==> src/design/dac_pkg.sv <==
`default_nettype none

package dac_pkg;

    // One stream word carries either a sample or a command.
    localparam int WORD_WIDTH = 16;

    localparam int GAIN_WIDTH = 14;

    // Gain is Q1.13, so this value passes samples through unscaled.
    localparam int GAIN_UNITY = 8192;

    typedef enum logic [1:0] {
        op_set_gain   = 2'd0,
        op_set_offset = 2'd1,
        op_clear      = 2'd2,
        op_none       = 2'd3
    } dac_op_e;

    // The meaning of value depends on op.
    // Gain is read unsigned, offset is read as signed DAC codes.
    typedef struct packed {
        dac_op_e               op;
        logic [GAIN_WIDTH-1:0] value;
    } dac_ctrl_t;

    // The stream tag selects which view of the word applies.
    typedef union packed {
        logic signed [WORD_WIDTH-1:0] sample;
        dac_ctrl_t                    ctrl;
    } dac_word_u;

endpackage

`default_nettype wire

==> src/design/dac_cmd_decoder.sv <==
`timescale 1ns/10ps
`default_nettype none

module dac_cmd_decoder
    import dac_pkg::*;
#(
    parameter int FIFO_DEPTH = 4
) (
    input  logic                         aclk,
    input  logic                         aresetn,
    input  logic [WORD_WIDTH-1:0]        s_tdata,
    input  logic                         s_tuser,
    input  logic                         s_tvalid,
    output logic                         s_tready,
    output logic signed [WORD_WIDTH-1:0] smp_data,
    output logic                         smp_valid,
    input  logic                         smp_ready,
    output logic [GAIN_WIDTH-1:0]        gain,
    output logic signed [GAIN_WIDTH-1:0] offset,
    output logic                         clr_req
);

    localparam int PTR_WIDTH = $clog2(FIFO_DEPTH);

    dac_word_u word_in;
    logic      s_fire;
    logic      push;
    logic      pop;

    logic signed [WORD_WIDTH-1:0] fifo_mem [FIFO_DEPTH];
    logic [PTR_WIDTH-1:0]         wr_ptr;
    logic [PTR_WIDTH-1:0]         rd_ptr;
    logic [PTR_WIDTH:0]           count;
    logic [PTR_WIDTH:0]           count_next;

    assign word_in = s_tdata;
    assign s_fire  = s_tvalid && s_tready;
    assign push    = s_fire && !s_tuser;
    assign pop     = smp_valid && smp_ready;

    assign smp_valid = (count != '0);
    assign smp_data  = fifo_mem[rd_ptr];

    always_comb begin
        count_next = count;
        if (push && !pop) begin
            count_next = count + 1'b1;
        end else if (pop && !push) begin
            count_next = count - 1'b1;
        end
    end

    // Commands act on the cycle they are accepted.
    always_ff @(posedge aclk) begin
        if (!aresetn) begin
            gain    <= GAIN_WIDTH'(GAIN_UNITY);
            offset  <= '0;
            clr_req <= 1'b0;
        end else begin
            clr_req <= 1'b0;
            if (s_fire && s_tuser) begin
                case (word_in.ctrl.op)
                    op_set_gain:   gain <= word_in.ctrl.value;
                    op_set_offset: offset <= $signed(word_in.ctrl.value);
                    op_clear:      clr_req <= 1'b1;
                    op_none:       begin end
                    default:       begin end
                endcase
            end
        end
    end

    always_ff @(posedge aclk) begin
        if (!aresetn) begin
            wr_ptr   <= '0;
            rd_ptr   <= '0;
            count    <= '0;
            s_tready <= 1'b0;
        end else begin
            if (push) begin
                wr_ptr <= wr_ptr + 1'b1;
            end
            if (pop) begin
                rd_ptr <= rd_ptr + 1'b1;
            end
            count <= count_next;
            // Ready follows the fill level one cycle ahead, so it never
            // admits a word the buffer has no room for.
            s_tready <= (count_next < FIFO_DEPTH);
        end
    end

    always_ff @(posedge aclk) begin
        if (push) begin
            fifo_mem[wr_ptr] <= word_in.sample;
        end
    end

endmodule

`default_nettype wire

==> src/design/dac_scaler.sv <==
`timescale 1ns/10ps
`default_nettype none

module dac_scaler
    import dac_pkg::*;
#(
    parameter int DAC_WIDTH = 12
) (
    input  logic                         aclk,
    input  logic                         aresetn,
    input  logic signed [WORD_WIDTH-1:0] smp_data,
    input  logic                         smp_valid,
    output logic                         smp_ready,
    input  logic [GAIN_WIDTH-1:0]        gain,
    input  logic signed [GAIN_WIDTH-1:0] offset,
    output logic [DAC_WIDTH-1:0]         code_data,
    output logic                         code_valid,
    input  logic                         code_ready
);

    localparam int PROD_WIDTH = WORD_WIDTH + GAIN_WIDTH + 1;
    // Drops the Q1.13 fraction and the sample bits below the DAC resolution.
    localparam int SHIFT      = (GAIN_WIDTH - 1) + (WORD_WIDTH - DAC_WIDTH);
    localparam int MID_CODE   = 2 ** (DAC_WIDTH - 1);
    localparam int MAX_CODE   = 2 ** DAC_WIDTH - 1;

    logic signed [PROD_WIDTH-1:0] prod_s1;
    logic                         valid_s1;
    logic signed [PROD_WIDTH:0]   sum_c;
    logic [DAC_WIDTH-1:0]         code_c;
    logic                         adv_s1;
    logic                         adv_s2;

    assign adv_s2    = !code_valid || code_ready;
    assign adv_s1    = !valid_s1 || adv_s2;
    assign smp_ready = adv_s1;

    // Signed sample times unsigned gain, shifted back to DAC scale and
    // moved to offset binary.
    assign sum_c = (prod_s1 >>> SHIFT) + offset + MID_CODE;

    always_comb begin
        if (sum_c < 0) begin
            code_c = '0;
        end else if (sum_c > MAX_CODE) begin
            code_c = '1;
        end else begin
            code_c = sum_c[DAC_WIDTH-1:0];
        end
    end

    always_ff @(posedge aclk) begin
        if (!aresetn) begin
            valid_s1   <= 1'b0;
            code_valid <= 1'b0;
        end else begin
            if (adv_s1) begin
                valid_s1 <= smp_valid;
            end
            if (adv_s2) begin
                code_valid <= valid_s1;
            end
        end
    end

    always_ff @(posedge aclk) begin
        if (adv_s1 && smp_valid) begin
            prod_s1 <= smp_data * $signed({1'b0, gain});
        end
        if (adv_s2 && valid_s1) begin
            code_data <= code_c;
        end
    end

endmodule

`default_nettype wire

==> src/design/ad7390_serializer.sv <==
`timescale 1ns/10ps
`default_nettype none

module ad7390_serializer
    import dac_pkg::*;
#(
    parameter int CLK_DIV   = 4,
    parameter int DAC_WIDTH = 12
) (
    input  logic                 aclk,
    input  logic                 aresetn,
    input  logic [DAC_WIDTH-1:0] code_data,
    input  logic                 code_valid,
    output logic                 code_ready,
    input  logic                 clr_req,
    output logic                 dac_clk,
    output logic                 dac_sdi,
    output logic                 dac_ld,
    output logic                 dac_clr
);

    localparam int BIT_WIDTH = $clog2(DAC_WIDTH);

    localparam logic [1:0] ST_IDLE  = 2'd0;
    localparam logic [1:0] ST_SHIFT = 2'd1;
    localparam logic [1:0] ST_LOAD  = 2'd2;
    localparam logic [1:0] ST_CLEAR = 2'd3;

    logic [1:0]            state;
    logic [WORD_WIDTH-1:0] div_cnt;
    logic                  half_clk;
    logic                  tick;
    logic [DAC_WIDTH-1:0]  shift_reg;
    logic [BIT_WIDTH-1:0]  bit_cnt;
    logic                  clr_pend;
    logic                  accept;
    logic                  clr_start;

    assign tick      = (div_cnt == CLK_DIV);
    assign accept    = (state == ST_IDLE) && code_ready && code_valid;
    // A code already handed over wins over a waiting clear.
    assign clr_start = (state == ST_IDLE) && !accept && clr_pend;

    always_ff @(posedge aclk) begin
        if (!aresetn) begin
            state      <= ST_IDLE;
            div_cnt    <= '0;
            half_clk   <= 1'b0;
            bit_cnt    <= '0;
            clr_pend   <= 1'b0;
            code_ready <= 1'b0;
            dac_clk    <= 1'b0;
            dac_sdi    <= 1'b0;
            dac_ld     <= 1'b1;
            dac_clr    <= 1'b1;
        end else begin
            if (tick) begin
                div_cnt  <= '0;
                half_clk <= ~half_clk;
            end else begin
                div_cnt <= div_cnt + 1'b1;
            end

            if (clr_req) begin
                clr_pend <= 1'b1;
            end else if (clr_start) begin
                clr_pend <= 1'b0;
            end

            case (state)
                ST_IDLE: begin
                    if (accept) begin
                        // Restart the divider so every frame has the same shape.
                        code_ready <= 1'b0;
                        dac_sdi    <= code_data[DAC_WIDTH-1];
                        bit_cnt    <= BIT_WIDTH'(DAC_WIDTH - 1);
                        div_cnt    <= '0;
                        half_clk   <= 1'b0;
                        state      <= ST_SHIFT;
                    end else if (clr_start) begin
                        code_ready <= 1'b0;
                        dac_clr    <= 1'b0;
                        div_cnt    <= '0;
                        state      <= ST_CLEAR;
                    end else begin
                        code_ready <= 1'b1;
                    end
                end
                ST_SHIFT: begin
                    if (tick) begin
                        dac_clk <= ~half_clk;
                        // Data moves only on the falling edge of dac_clk.
                        if (half_clk) begin
                            if (bit_cnt == '0) begin
                                dac_sdi <= 1'b0;
                                dac_ld  <= 1'b0;
                                state   <= ST_LOAD;
                            end else begin
                                dac_sdi <= shift_reg[DAC_WIDTH-1];
                                bit_cnt <= bit_cnt - 1'b1;
                            end
                        end
                    end
                end
                ST_LOAD: begin
                    if (tick) begin
                        dac_ld <= 1'b1;
                        state  <= ST_IDLE;
                    end
                end
                ST_CLEAR: begin
                    if (tick) begin
                        dac_clr <= 1'b1;
                        state   <= ST_IDLE;
                    end
                end
                default: begin
                    state <= ST_IDLE;
                end
            endcase
        end
    end

    // Bits still to send after the one on dac_sdi, MSB first.
    always_ff @(posedge aclk) begin
        if (accept) begin
            shift_reg <= {code_data[DAC_WIDTH-2:0], 1'b0};
        end else if (state == ST_SHIFT && tick && half_clk) begin
            shift_reg <= shift_reg << 1;
        end
    end

endmodule

`default_nettype wire

==> src/design/dac_channel_top.sv <==
`timescale 1ns/10ps
`default_nettype none

module dac_channel_top
    import dac_pkg::*;
#(
    parameter int CLK_DIV    = 4,
    parameter int DAC_WIDTH  = 12,
    parameter int FIFO_DEPTH = 4
) (
    input  logic                  aclk,
    input  logic                  aresetn,
    input  logic [WORD_WIDTH-1:0] s_tdata,
    input  logic                  s_tuser,
    input  logic                  s_tvalid,
    output logic                  s_tready,
    output logic                  dac_clk,
    output logic                  dac_sdi,
    output logic                  dac_ld,
    output logic                  dac_clr
);

    logic signed [WORD_WIDTH-1:0] smp_data;
    logic                         smp_valid;
    logic                         smp_ready;
    logic [GAIN_WIDTH-1:0]        gain;
    logic signed [GAIN_WIDTH-1:0] offset;
    logic                         clr_req;
    logic [DAC_WIDTH-1:0]         code_data;
    logic                         code_valid;
    logic                         code_ready;

    dac_cmd_decoder #(
        .FIFO_DEPTH (FIFO_DEPTH)
    ) u_decoder (
        .aclk      (aclk),
        .aresetn   (aresetn),
        .s_tdata   (s_tdata),
        .s_tuser   (s_tuser),
        .s_tvalid  (s_tvalid),
        .s_tready  (s_tready),
        .smp_data  (smp_data),
        .smp_valid (smp_valid),
        .smp_ready (smp_ready),
        .gain      (gain),
        .offset    (offset),
        .clr_req   (clr_req)
    );

    dac_scaler #(
        .DAC_WIDTH (DAC_WIDTH)
    ) u_scaler (
        .aclk       (aclk),
        .aresetn    (aresetn),
        .smp_data   (smp_data),
        .smp_valid  (smp_valid),
        .smp_ready  (smp_ready),
        .gain       (gain),
        .offset     (offset),
        .code_data  (code_data),
        .code_valid (code_valid),
        .code_ready (code_ready)
    );

    ad7390_serializer #(
        .CLK_DIV   (CLK_DIV),
        .DAC_WIDTH (DAC_WIDTH)
    ) u_serializer (
        .aclk       (aclk),
        .aresetn    (aresetn),
        .code_data  (code_data),
        .code_valid (code_valid),
        .code_ready (code_ready),
        .clr_req    (clr_req),
        .dac_clk    (dac_clk),
        .dac_sdi    (dac_sdi),
        .dac_ld     (dac_ld),
        .dac_clr    (dac_clr)
    );

endmodule

`default_nettype wire

==> config.mk <==
export PLATFORM = sky130hd
export DESIGN_NAME = dac_channel_top
export DESIGN_NICKNAME = d
export VERILOG_FILES = /design/src/design/dac_pkg.sv /design/src/design/dac_cmd_decoder.sv /design/src/design/dac_scaler.sv /design/src/design/ad7390_serializer.sv /design/src/design/dac_channel_top.sv
export SDC_FILE = /design/constraint.sdc
export NUM_CORES = 1
export LEC_CHECK = 0
export ABC_AREA = 1
export BUFFER_PORTS_ARGS = -buffer_cell sky130_fd_sc_hd__buf_2
export CAP_MARGIN = 10
export CELL_PAD_IN_SITES_DETAIL_PLACEMENT = 1
export CELL_PAD_IN_SITES_GLOBAL_PLACEMENT = 1
export CORE_MARGIN = 2
export CORE_UTILIZATION = 40
export CTS_CLUSTER_DIAMETER = 60
export CTS_CLUSTER_SIZE = 12
export DETAILED_ROUTE_END_ITERATION = 7
export PLACE_DENSITY_LB_ADDON = 0.1
export SLEW_MARGIN = 20
export SYNTH_ARGS = -nofsm -noshare
export SYNTH_HDL_FRONTEND = slang
export SYNTH_SLANG_ARGS = --single-unit
==> constraint.sdc <==
create_clock -name aclk -period 6.2 [get_ports aclk]
set_input_delay 1.24 -clock aclk [delete_from_list [all_inputs] [get_ports aclk]]
set_output_delay 1.24 -clock aclk [all_outputs]
set_load 0.03 [all_outputs]
## Word level (Yosys, flattened, before mapping)

Memories as Yosys holds them, arrays and structs flattened. A register that Yosys moved wholly into a read port is not among the register bits.
Cells that the tools add are included.

| operators by class | value |
|---|---|
| bitwise logic cells | 1 |
| $lt $le $gt $ge | 3 |
| add/sub/neg operators | 8 |
| equality and inequality tests | 17 |
| multipliers | 1 |
| multiplexer cells | 45 |
| reductions and logical operators | 40 |

Operator list:

| kind | count |
|---|---|
| $mux W16 | 4 |
| $mux W12 | 3 |
| $add A32 B13 Y32 const B | 1 |
| $gt A32 B13 Y1 const B | 1 |
| $lt A32 B1 Y1 const B | 1 |
| $mul A16 B15 Y31 | 1 |
| $mux W1 | 19 |
| $add A16 B1 Y16 const B | 1 |
| $eq A16 B3 Y1 const B | 1 |
| $mux W2 | 8 |
| $mux W4 | 4 |
| $ne A2 B1 Y1 const B | 8 |
| $add A14 B14 Y15 | 1 |
| $reduce_and A5 Y1 | 3 |
| $logic_and A1 B1 Y1 | 13 |
| $reduce_bool A2 Y1 | 5 |
| $pmux W4 S2 | 1 |
| $reduce_and A2 Y1 | 4 |
| $reduce_and A4 Y1 | 2 |
| $eq A2 B2 Y1 const B | 3 |
| $logic_not A1 Y1 | 6 |
| $mux W3 | 2 |
| $pmux W1 S2 | 3 |
| $pmux W2 S3 | 1 |
| 14 further kinds | 19 |

| storage, ports and cells | value |
|---|---|
| RAM bits | 64 |
| output and inout port bits | 5 |
| memories kept | 1 |
| register bits after elaboration | 122 |
| word-level logic and storage cells | 138 |
| input port bits | 20 |

Memories:

| name | words | bits a word | rd ports | clocked after memory_dff | write ports | RTL line | RTL |
|---|---|---|---|---|---|---|---|
| u_decoder.fifo_mem | 4 | 16 | 1 | 1 | 1 | dac_cmd_decoder.sv:30 | `logic signed [WORD_WIDTH-1:0] fifo_mem [FIFO_DEPTH];` |

## Depth between registers and ports, before layout

Gate-level depths: netlist of the first run.

| depth | value |
|---|---|
| depth in word-level cells | 9 |
| mapped depth | 33 |
| gate-level depth less buffers | 30 |

## Modules after synthesis

From an unflattened synthesis of the first run, not the netlist that was laid out.

| second synthesis, totals | value |
|---|---|
| cell total of the unflattened synthesis | 2107 |
| area, all modules | 17007.6 sq um |

Modules (own cells, without submodules):

| module | cells each | area each (sq um) | times used | seq. area each (sq um) |
|---|---|---|---|---|
| dac_scaler | 1466 | 11081.9 | 1 | 820.8 |
| dac_cmd_decoder | 365 | 3957.5 | 1 | 2702.6 |
| ad7390_serializer | 276 | 1968.1 | 1 | 910.9 |

## Least setup slack after synthesis of the first run

OpenSTA, ideal clock, no wires.

| path | value |
|---|---|
| kind | register to register |
| start point | register with a tool-made name |
| end point | register u_scaler.prod_s1[30], data pin |
| arrival time | 5.868 ns |
| slack | 0.079 ns |
| stages on the path, launching flop included | 26 |
| buffers on the path | 2 |
| clock period less this slack | 6.121 ns |
| data required time | 5.948 ns |
| library setup time | 0.252 ns |
| path through | dfxtp_1 buf_2 nand2_1 nand3_1 nand2_1 buf_2 inv_1 nand2_1 fa_1 fa_1 inv_1 fa_1 fa_1 fa_1 inv_1 fa_1 inv_1 ha_1 a21oi_1 inv_1 a31oi_1 o21ai_0 a31oi_1 nand2_1 nand2_1 nand2_1 |

RTL lines:

| what | RTL line | RTL |
|---|---|---|
| end signal: assignment | dac_scaler.sv:68 | `prod_s1 <= smp_data * $signed({1'b0, gain});` |
| end: declaration | dac_scaler.sv:27 | `logic signed [PROD_WIDTH-1:0] prod_s1;` |

==> impl_metrics.py, run 1 <==
metrics = {
    "floorplanning": {
        "rows": 73,
        "initial_core_util_pct": 40.7,
        "die-width_um": 206,
        "io_pins": 25,
        "die_h_um": 206,
        "die_area_sq_mm": 0.0423,
        "core_area_sq_mm": 0.0400,
    },
    "routing": {
        "drt_pass1_iterations": 5,
        "ant_nets": 0,
        "drc": 0,
        "drt_iter0_drc": 657,
        "vias": 12900,
        "vias_per_cell": 4.98,
        "wirelength_um": 46700,
        "wl_per_cell_um": 18.0,
    },
    "timing": {
        "fin_skew_ns": 0.00899,
        "relSlewSlack_pct": 48.0,
        "fin_crit_sh_pct": 97.2,
        "fin_setup_tns_ns": 0,
        "period_minus_slack_ns": 6.03,
        "finalSetupViolCount": 0,
        "final-hold-violation-count": 0,
        "drv_slew": 0,
        "max_freq_ghz": 0.166,
        "worstMarginPinSlew_ns": 0.780,
    },
    "layout": {
        "utilization_pct": 48.4,
        "synthToLayoutAreaGrowth_pct": 18.9,
        "n_antenna_cell": 0,
        "drive_above_1_share_pct": 18.0,
        "final_area_sq_mm": 0.0194,
        "largest_register_ffs": 64,
        "regMostFlops": "u_decoder.fifo_mem",
        "reg.largest.list": "u_decoder.fifo_mem: 64 flops, u_serializer.div_cnt: 16 flops",
        "final_nets": 2396,
    },
    "global_routing": {
        "overflow": 0,
        "grt_pass1_vias": 14000,
        "grt_max_degree": 42,
        "grt_usage_pct": 23.1,
        "antenna_found_initial": 0,
        "grt_pass1_wl_um": 74400,
    },
    "cts": {
        "numCtsBuffers": 17,
        "clk_latency_ns": 0.45,
        "cts_tree": "built",
        "clkSinkCount": 171,
        "root_buffer": "clkbuf_16",
        "htreeDepth": 4,
        "clock_tree.buffer_depth": 2,
        "postCtsHoldBufs": 0,
        "clkSlewWorstSetupHoldPaths_ns": 0.07,
    },
    "logic_synthesis": {
        "syn-num-nets": 2258,
        "synth.distinct_cells": 48,
        "synth_ff_type": "edfxtp_1",
        "synthArstFlopShare_pct": 0,
        "netlist_area_sq_mm": 0.0163,
        "syn_inst": 1914,
        "ys_seq_area_share_pct": 27.2,
        "yosysWarnings": 0,
        "synth.ff_latch_count": 171,
        "synth_edf_count": 101,
        "postSynthAreaPerCell_sq_um": 8.51,
    },
    "critical_path": {
        "cp.required_ns": 6.41,
        "cp-start-kind": "flop",
        "cp_slowest_stage_delay_ns": 0.57,
        "endpoint_kind": "flop",
        "critPathMostFrequentCell": "fa_1",
        "path_max_fanout": 12,
        "slowest_stage": "fa_1",
        "crit_type": "reg2reg",
        "arrival_ns": 6.24,
    },
    "worst_hold_path": {
        "hold_path.class": "reg2reg",
    },
    "placed_design": {
        "detailed_place_hpwl_um": 38000,
        "placed_cell_area_sq_mm": 0.0180,
        "place.gp.congestion": 0.861,
        "port_buffers": 24,
    },
    "pwr": {
        "powerDensity_mw_per_mm2": 402,
        "vdd_drop_max_mv": 0.211,
        "leakage_nw": 9.08,
    },
    "status": {
        "outcome": "finished clean",
    },
    "flow_run": {
        "drv_cap": 0,
    },
}
[metrics by stage]
step	worst slack (ns)	hold WS [ns]	std cells	power [mW]
4_1_cts	-0.0154	0.458	2579	7.25
3_3_place_gp	-0.105	0.437	2547	6.03
2_1_floorplan	0.0792	0.413	1914	4.28
5_1_grt	-0.126	0.479	2590	8.49
6_report	0.171	0.453	2590	7.78
3_5_place_dp	-0.202	0.447	2547	6.13
[final timing paths]
kind	startpoint	to	slack (ns)	cells after the start
setup / recovery	flop	u_scaler.prod_s1[25]	0.17	30
hold / removal	u_serializer.dac_clk	u_serializer.dac_clk	0.45	2
setup reg to reg	flop	u_scaler.prod_s1[25]	0.17	30
hold reg to reg	u_serializer.dac_clk	u_serializer.dac_clk	0.45	2
[cell usage after synthesis (14+ instances only)]
master    count  share of area [%]
inv_1       404                9.3
nand2_1     356                8.2
nor2_1      259                6.0
fa_1        218                 27
ha_1        106                8.1
edfxtp_1    101                 19
nand3_1      83                2.6
a21oi_1      75                2.3
dfxtp_1      70                8.6
o21ai_0      55                1.7
clkbuf_1     29               0.67
xor2_1       20                1.1
nand3_2      14               0.86
nor3_1       14               0.43
[repair_timing]
action / 4_1_cts / 5_1_grt
pin swaps: 2 / 74
setup endpoints to repair: 13 / 14
buffers inserted: 0 / 11
gates cloned: 0 / 1
gates resized for setup: 27 / 145
hold endpoints to repair: 0 / 0
[layer usage]
| metal | GRT usage (%) | vias up | wire, um |
|---|---|---|---|
| met5 | 0 | - | 0 |
| met4 | 5.15 | 0 | 676 |
| met3 | 3.09 | 44 | 1540 |
| met2 | 40.2 | 175 | 23300 |
| met1 | 30.6 | 6542 | 21200 |
| li1 | - | 6129 | - |
[cell usage in the layout (no fill, tap or decap), drive strengths merged, types with 62 or more instances in the layout]
cell,count
inv,407
dfxtp,70
buf,163
o21ai,62
a21oi,75
fa,218
edfxtp,101
nand3,98
ha,106
nand2,361
nor2,269
[final cells by class]
cell class	instances	area, sq um
fill	4668	20600
multi-input combinational	1285	10700
sequential	171	4440
inverter	413	1580
timing repair buffer	164	1380
tap	525	657
clock buffer	17	425
clock inverter	15	140
[power breakdown]
group	internal (mW)	switching (mW)
Clock	0.557	0.492
Combinational	2.10	3.07
Sequential	1.46	0.0981
Total	4.12	3.66
[worst max-delay path: cells and delay by family, from the launching register on]
| kind | cells | cell delay, ns |
|---|---|---|
| fa+ha+maj | 7 | 3.31 |
| simple gates | 11 | 0.86 |
| buf+inv | 9 | 0.83 |
| compound gates | 3 | 0.40 |
| flops | 1 | 0.39 |
[kinds of logic (layout without fill, tap and decap cells)]
group	Yosys count	after routing	share of synthesized area, %
AOI/OAI and AO/OA	166	166	5.61
and+or+nand+nor	763	763	19.7
xor gates and xnor gates	32	32	1.72
DFF	171	171	27.2
buffers and inverters	458	609	10.8
adders and majority gates	324	324	34.9
Power figures use the tool's default switching activity.
==> run 2: changes to the inputs <==
- ABC_AREA: 1 -> not set
==> run 2 against run 1 <==
Compared with the run above:
- the flow now finishes with violations (setup timing)
- utilization is 0.49 points higher
- sequential power is 3% lower
- sequential share of layout area is 0.56 points higher
- clock power is 9% higher
- register-to-register slack worse by 0.56 ns
- final cell count is 14% lower
- synthesized cell count is 18% lower
- worst setup slack worse by 0.56 ns
- critical endpoint is now u_scaler.prod_s1[29]
- largest cell class unchanged
==> impl_metrics.py, run 2 <==
metrics = {
    "worst_hold_path": {
        "hold_path.class": "reg2reg",
        "min_delay_worst_endpoint": "u_decoder.offset[10]",
        "hold_depth": 2,
        "hold_start": "u_decoder.offset[10]",
    },
    "timing": {
        "worst_slack_ns": -0.392,
        "final-hold-violation-count": 0,
        "relSlewSlack_pct": 32.0,
        "period_minus_slack_ns": 6.59,
        "rsz0062_at_grt": "yes",
        "worstMarginPinSlew_ns": 1.02,
        "fin_setup_tns_ns": -4.11,
        "max_freq_ghz": 0.152,
        "drv_slew": 0,
        "finalSetupViolCount": 14,
        "fin_skew_ns": 0.0188,
        "fin_crit_sh_pct": 106,
    },
    "routing": {
        "wl_met1_um": 18500,
        "wirelength_um": 40800,
        "vias": 11000,
        "top_layer_used": "met4",
        "wl_per_cell_um": 18.2,
        "drc": 0,
        "drt_iter0_drc": 498,
        "wl_met2_um": 20400,
        "dr_wl_met3_um": 1150,
        "ant_nets": 0,
        "vias_per_cell": 4.92,
        "drt_pass1_iterations": 4,
    },
    "layout": {
        "regMostFlops": "u_decoder.fifo_mem",
        "most-common-layout-cells": "inv_1 (264), fa_1 (213), nand2_1 (195)",
        "drive_above_1_share_pct": 19.8,
        "reg.largest.list": "u_decoder.fifo_mem: 64 flops, u_serializer.div_cnt: 16 flops",
        "final_common_cell": "inv_1",
        "synthToLayoutAreaGrowth_pct": 20.6,
        "final_area_sq_mm": 0.0189,
        "utilization_pct": 48.9,
        "final_nets": 2049,
        "largest_register_ffs": 64,
    },
    "critical_path": {
        "cp_slowest_stage_delay_ns": 0.55,
        "arrival_ns": 6.79,
        "r2r_end": "u_scaler.prod_s1[29]",
        "cp.required_ns": 6.40,
        "slowest_stage": "mux4_2",
        "endpoint_kind": "flop",
        "r2r_setup_slack_ns": -0.39,
        "path_max_fanout": 4,
        "r2r_cells": 26,
        "path_buf_inv": 11,
        "crit_type": "reg2reg",
        "cp-start-kind": "flop",
        "critPathMostFrequentCell": "buf_4",
        "path_delay_family": "adder cells",
    },
    "pwr": {
        "switching_share_pct": 40.5,
        "vdd_drop_max_mv": 0.196,
        "leakage_nw": 8.56,
        "p_int_mw": 3.23,
        "p_clk_share_pct": 21.1,
        "pwr-share-comb_pct": 50.9,
        "powerDensity_mw_per_mm2": 287,
        "power.switching_mw": 2.20,
        "seqPwrFrac_pct": 28.0,
    },
    "logic_synthesis": {
        "synth.distinct_cells": 61,
        "synth.area.mux_share_pct": 2.47,
        "synthSimpleGateAreaFrac_pct": 15.4,
        "ys_seq_area_share_pct": 28.3,
        "syn-num-nets": 1904,
        "syn_inst": 1560,
        "postSynthAreaPerCell_sq_um": 10.0,
        "synth_compound_area_share_pct": 6.35,
        "synthArstFlopShare_pct": 0,
        "yosys.cell_count.top_type": "inv_1",
        "yosysWarnings": 0,
        "synth_top_area_share_pct": 27.8,
        "synth_top_cell_by_area": "fa_1",
        "synth_ff_type": "edfxtp_1",
        "synthXorXnorAreaFrac_pct": 2.96,
        "synth_edf_count": 101,
        "ys_top_cells_by_area": "fa_1 (28%), edfxtp_1 (19%), dfxtp_1 (8.9%)",
        "synth.cells.most_frequent": "inv_1 (283), fa_1 (218), nand2_1 (200), and2_1 (153), ha_1 (106)",
        "synth_top_family_by_area": "adder cells",
        "netlist_area_sq_mm": 0.0157,
        "synthAdderAreaFrac_pct": 36.3,
        "synth.ff_latch_count": 171,
    },
    "placed_design": {
        "place.gp.congestion": 0.816,
        "port_buffers": 24,
        "detailed_place_hpwl_um": 32800,
        "placed_cell_area_sq_mm": 0.0174,
        "dp_slack_ns": -0.685,
    },
    "cts": {
        "cts_tree": "built",
        "postCtsHoldBufs": 0,
        "clkSinkCount": 171,
        "root_buffer": "clkbuf_16",
        "numCtsBuffers": 17,
        "clkSlewWorstSetupHoldPaths_ns": 0.08,
        "htreeDepth": 4,
        "clk_latency_ns": 0.45,
        "clock_tree.buffer_depth": 2,
    },
    "floorplanning": {
        "die_area_sq_mm": 0.0408,
        "rows": 72,
        "die-width_um": 202,
        "initial_core_util_pct": 40.6,
        "core_area_sq_mm": 0.0386,
        "io_pins": 25,
        "die_h_um": 202,
    },
    "global_routing": {
        "grt_max_degree": 31,
        "grt_pass1_vias": 12500,
        "grt_pass1_wl_um": 67600,
        "overflow": 0,
        "grt_usage_pct": 21.2,
        "antenna_found_initial": 1,
    },
    "flow_run": {
        "drv_cap": 0,
    },
    "status": {
        "violations": "setup timing",
        "outcome": "finished, violations left",
    },
}
run 2: changes by cell type after synthesis, moves of 19 or more:
cell / change
inv_1: -121
nor2_1: -195
nand2_1: -156
and2_1: +153
clkbuf_1: +19
nand3_1: -62
o21ai_0: -30
run 2: area by class of cell:
| class | count | area (sq um) |
|---|---|---|
| Tap cell | 518 | 648 |
| Multi-Input combinational cell | 1050 | 10600 |
| Timing Repair Buffer | 181 | 1540 |
| Fill cell | 4239 | 19700 |
| Clock inverter | 15 | 213 |
| Clock buffer | 17 | 425 |
| Sequential cell | 171 | 4440 |
| Antenna cell | 1 | 2.50 |
| Inverter | 284 | 1070 |
run 2: kinds of logic after synthesis:
group	count (synthesis)
AND/OR/NAND/NOR	496
buffers and inverters	339
adder cells (fa/ha/maj)	324
flip-flops	171
AO/OA/AOI/OAI	159
XOR/XNOR	53
multiplexers	18
run 2: tightest hold or removal path, cell delays in order (launching register included):
cell     delay [ns]
dfxtp_1        0.32
nand2_1        0.05
a21oi_1        0.05
run 2: layer usage:
layer  up-vias  global-route usage [%]
met4         0                    5.46
met5         -                       0
met3        44                    2.97
li1       5197                       -
met2       117                    36.5
met1      5652                    28.1
run 2: through the flow:
stage                     total power [mW]  std cells  hold slack (ns)
final                                 5.43       2237            0.471
after floorplan                       3.11       1560            0.413
after detailed placement              4.04       2177            0.461
after global placement                3.98       2177            0.454
after CTS                             5.43       2230            0.477
after global routing                  5.86       2237            0.490
run 2: worst max path at each step:
stage | start | to | cells after the start
finish | flop | u_scaler.prod_s1[29] | 26
global route | flop | u_scaler.prod_s1[29] | 25
CTS | flop | u_scaler.prod_s1[23] | 21
detailed placement | flop | u_scaler.prod_s1[29] | 22
global placement | flop | u_scaler.prod_s1[29] | 24
floorplan | flop | u_scaler.prod_s1[29] | 21
run 2: what timing repair did:
action,in CTS,in global routing
setup endpoints to repair,14,14
endpoints found under the hold margin,0,0
pin swaps,75,35
buffers inserted,23,7
gates resized for setup,102,42
run 2: power groups by stage:
stage	Clock, mW	Sequential (mW)	Combinational (mW)
2_1_floorplan	0	1.50	1.61
3_3_place_gp	0	1.55	2.43
3_5_place_dp	0	1.55	2.49
4_1_cts	1.17	1.52	2.74
5_1_grt	1.21	1.54	3.11
6_report	1.14	1.52	2.76
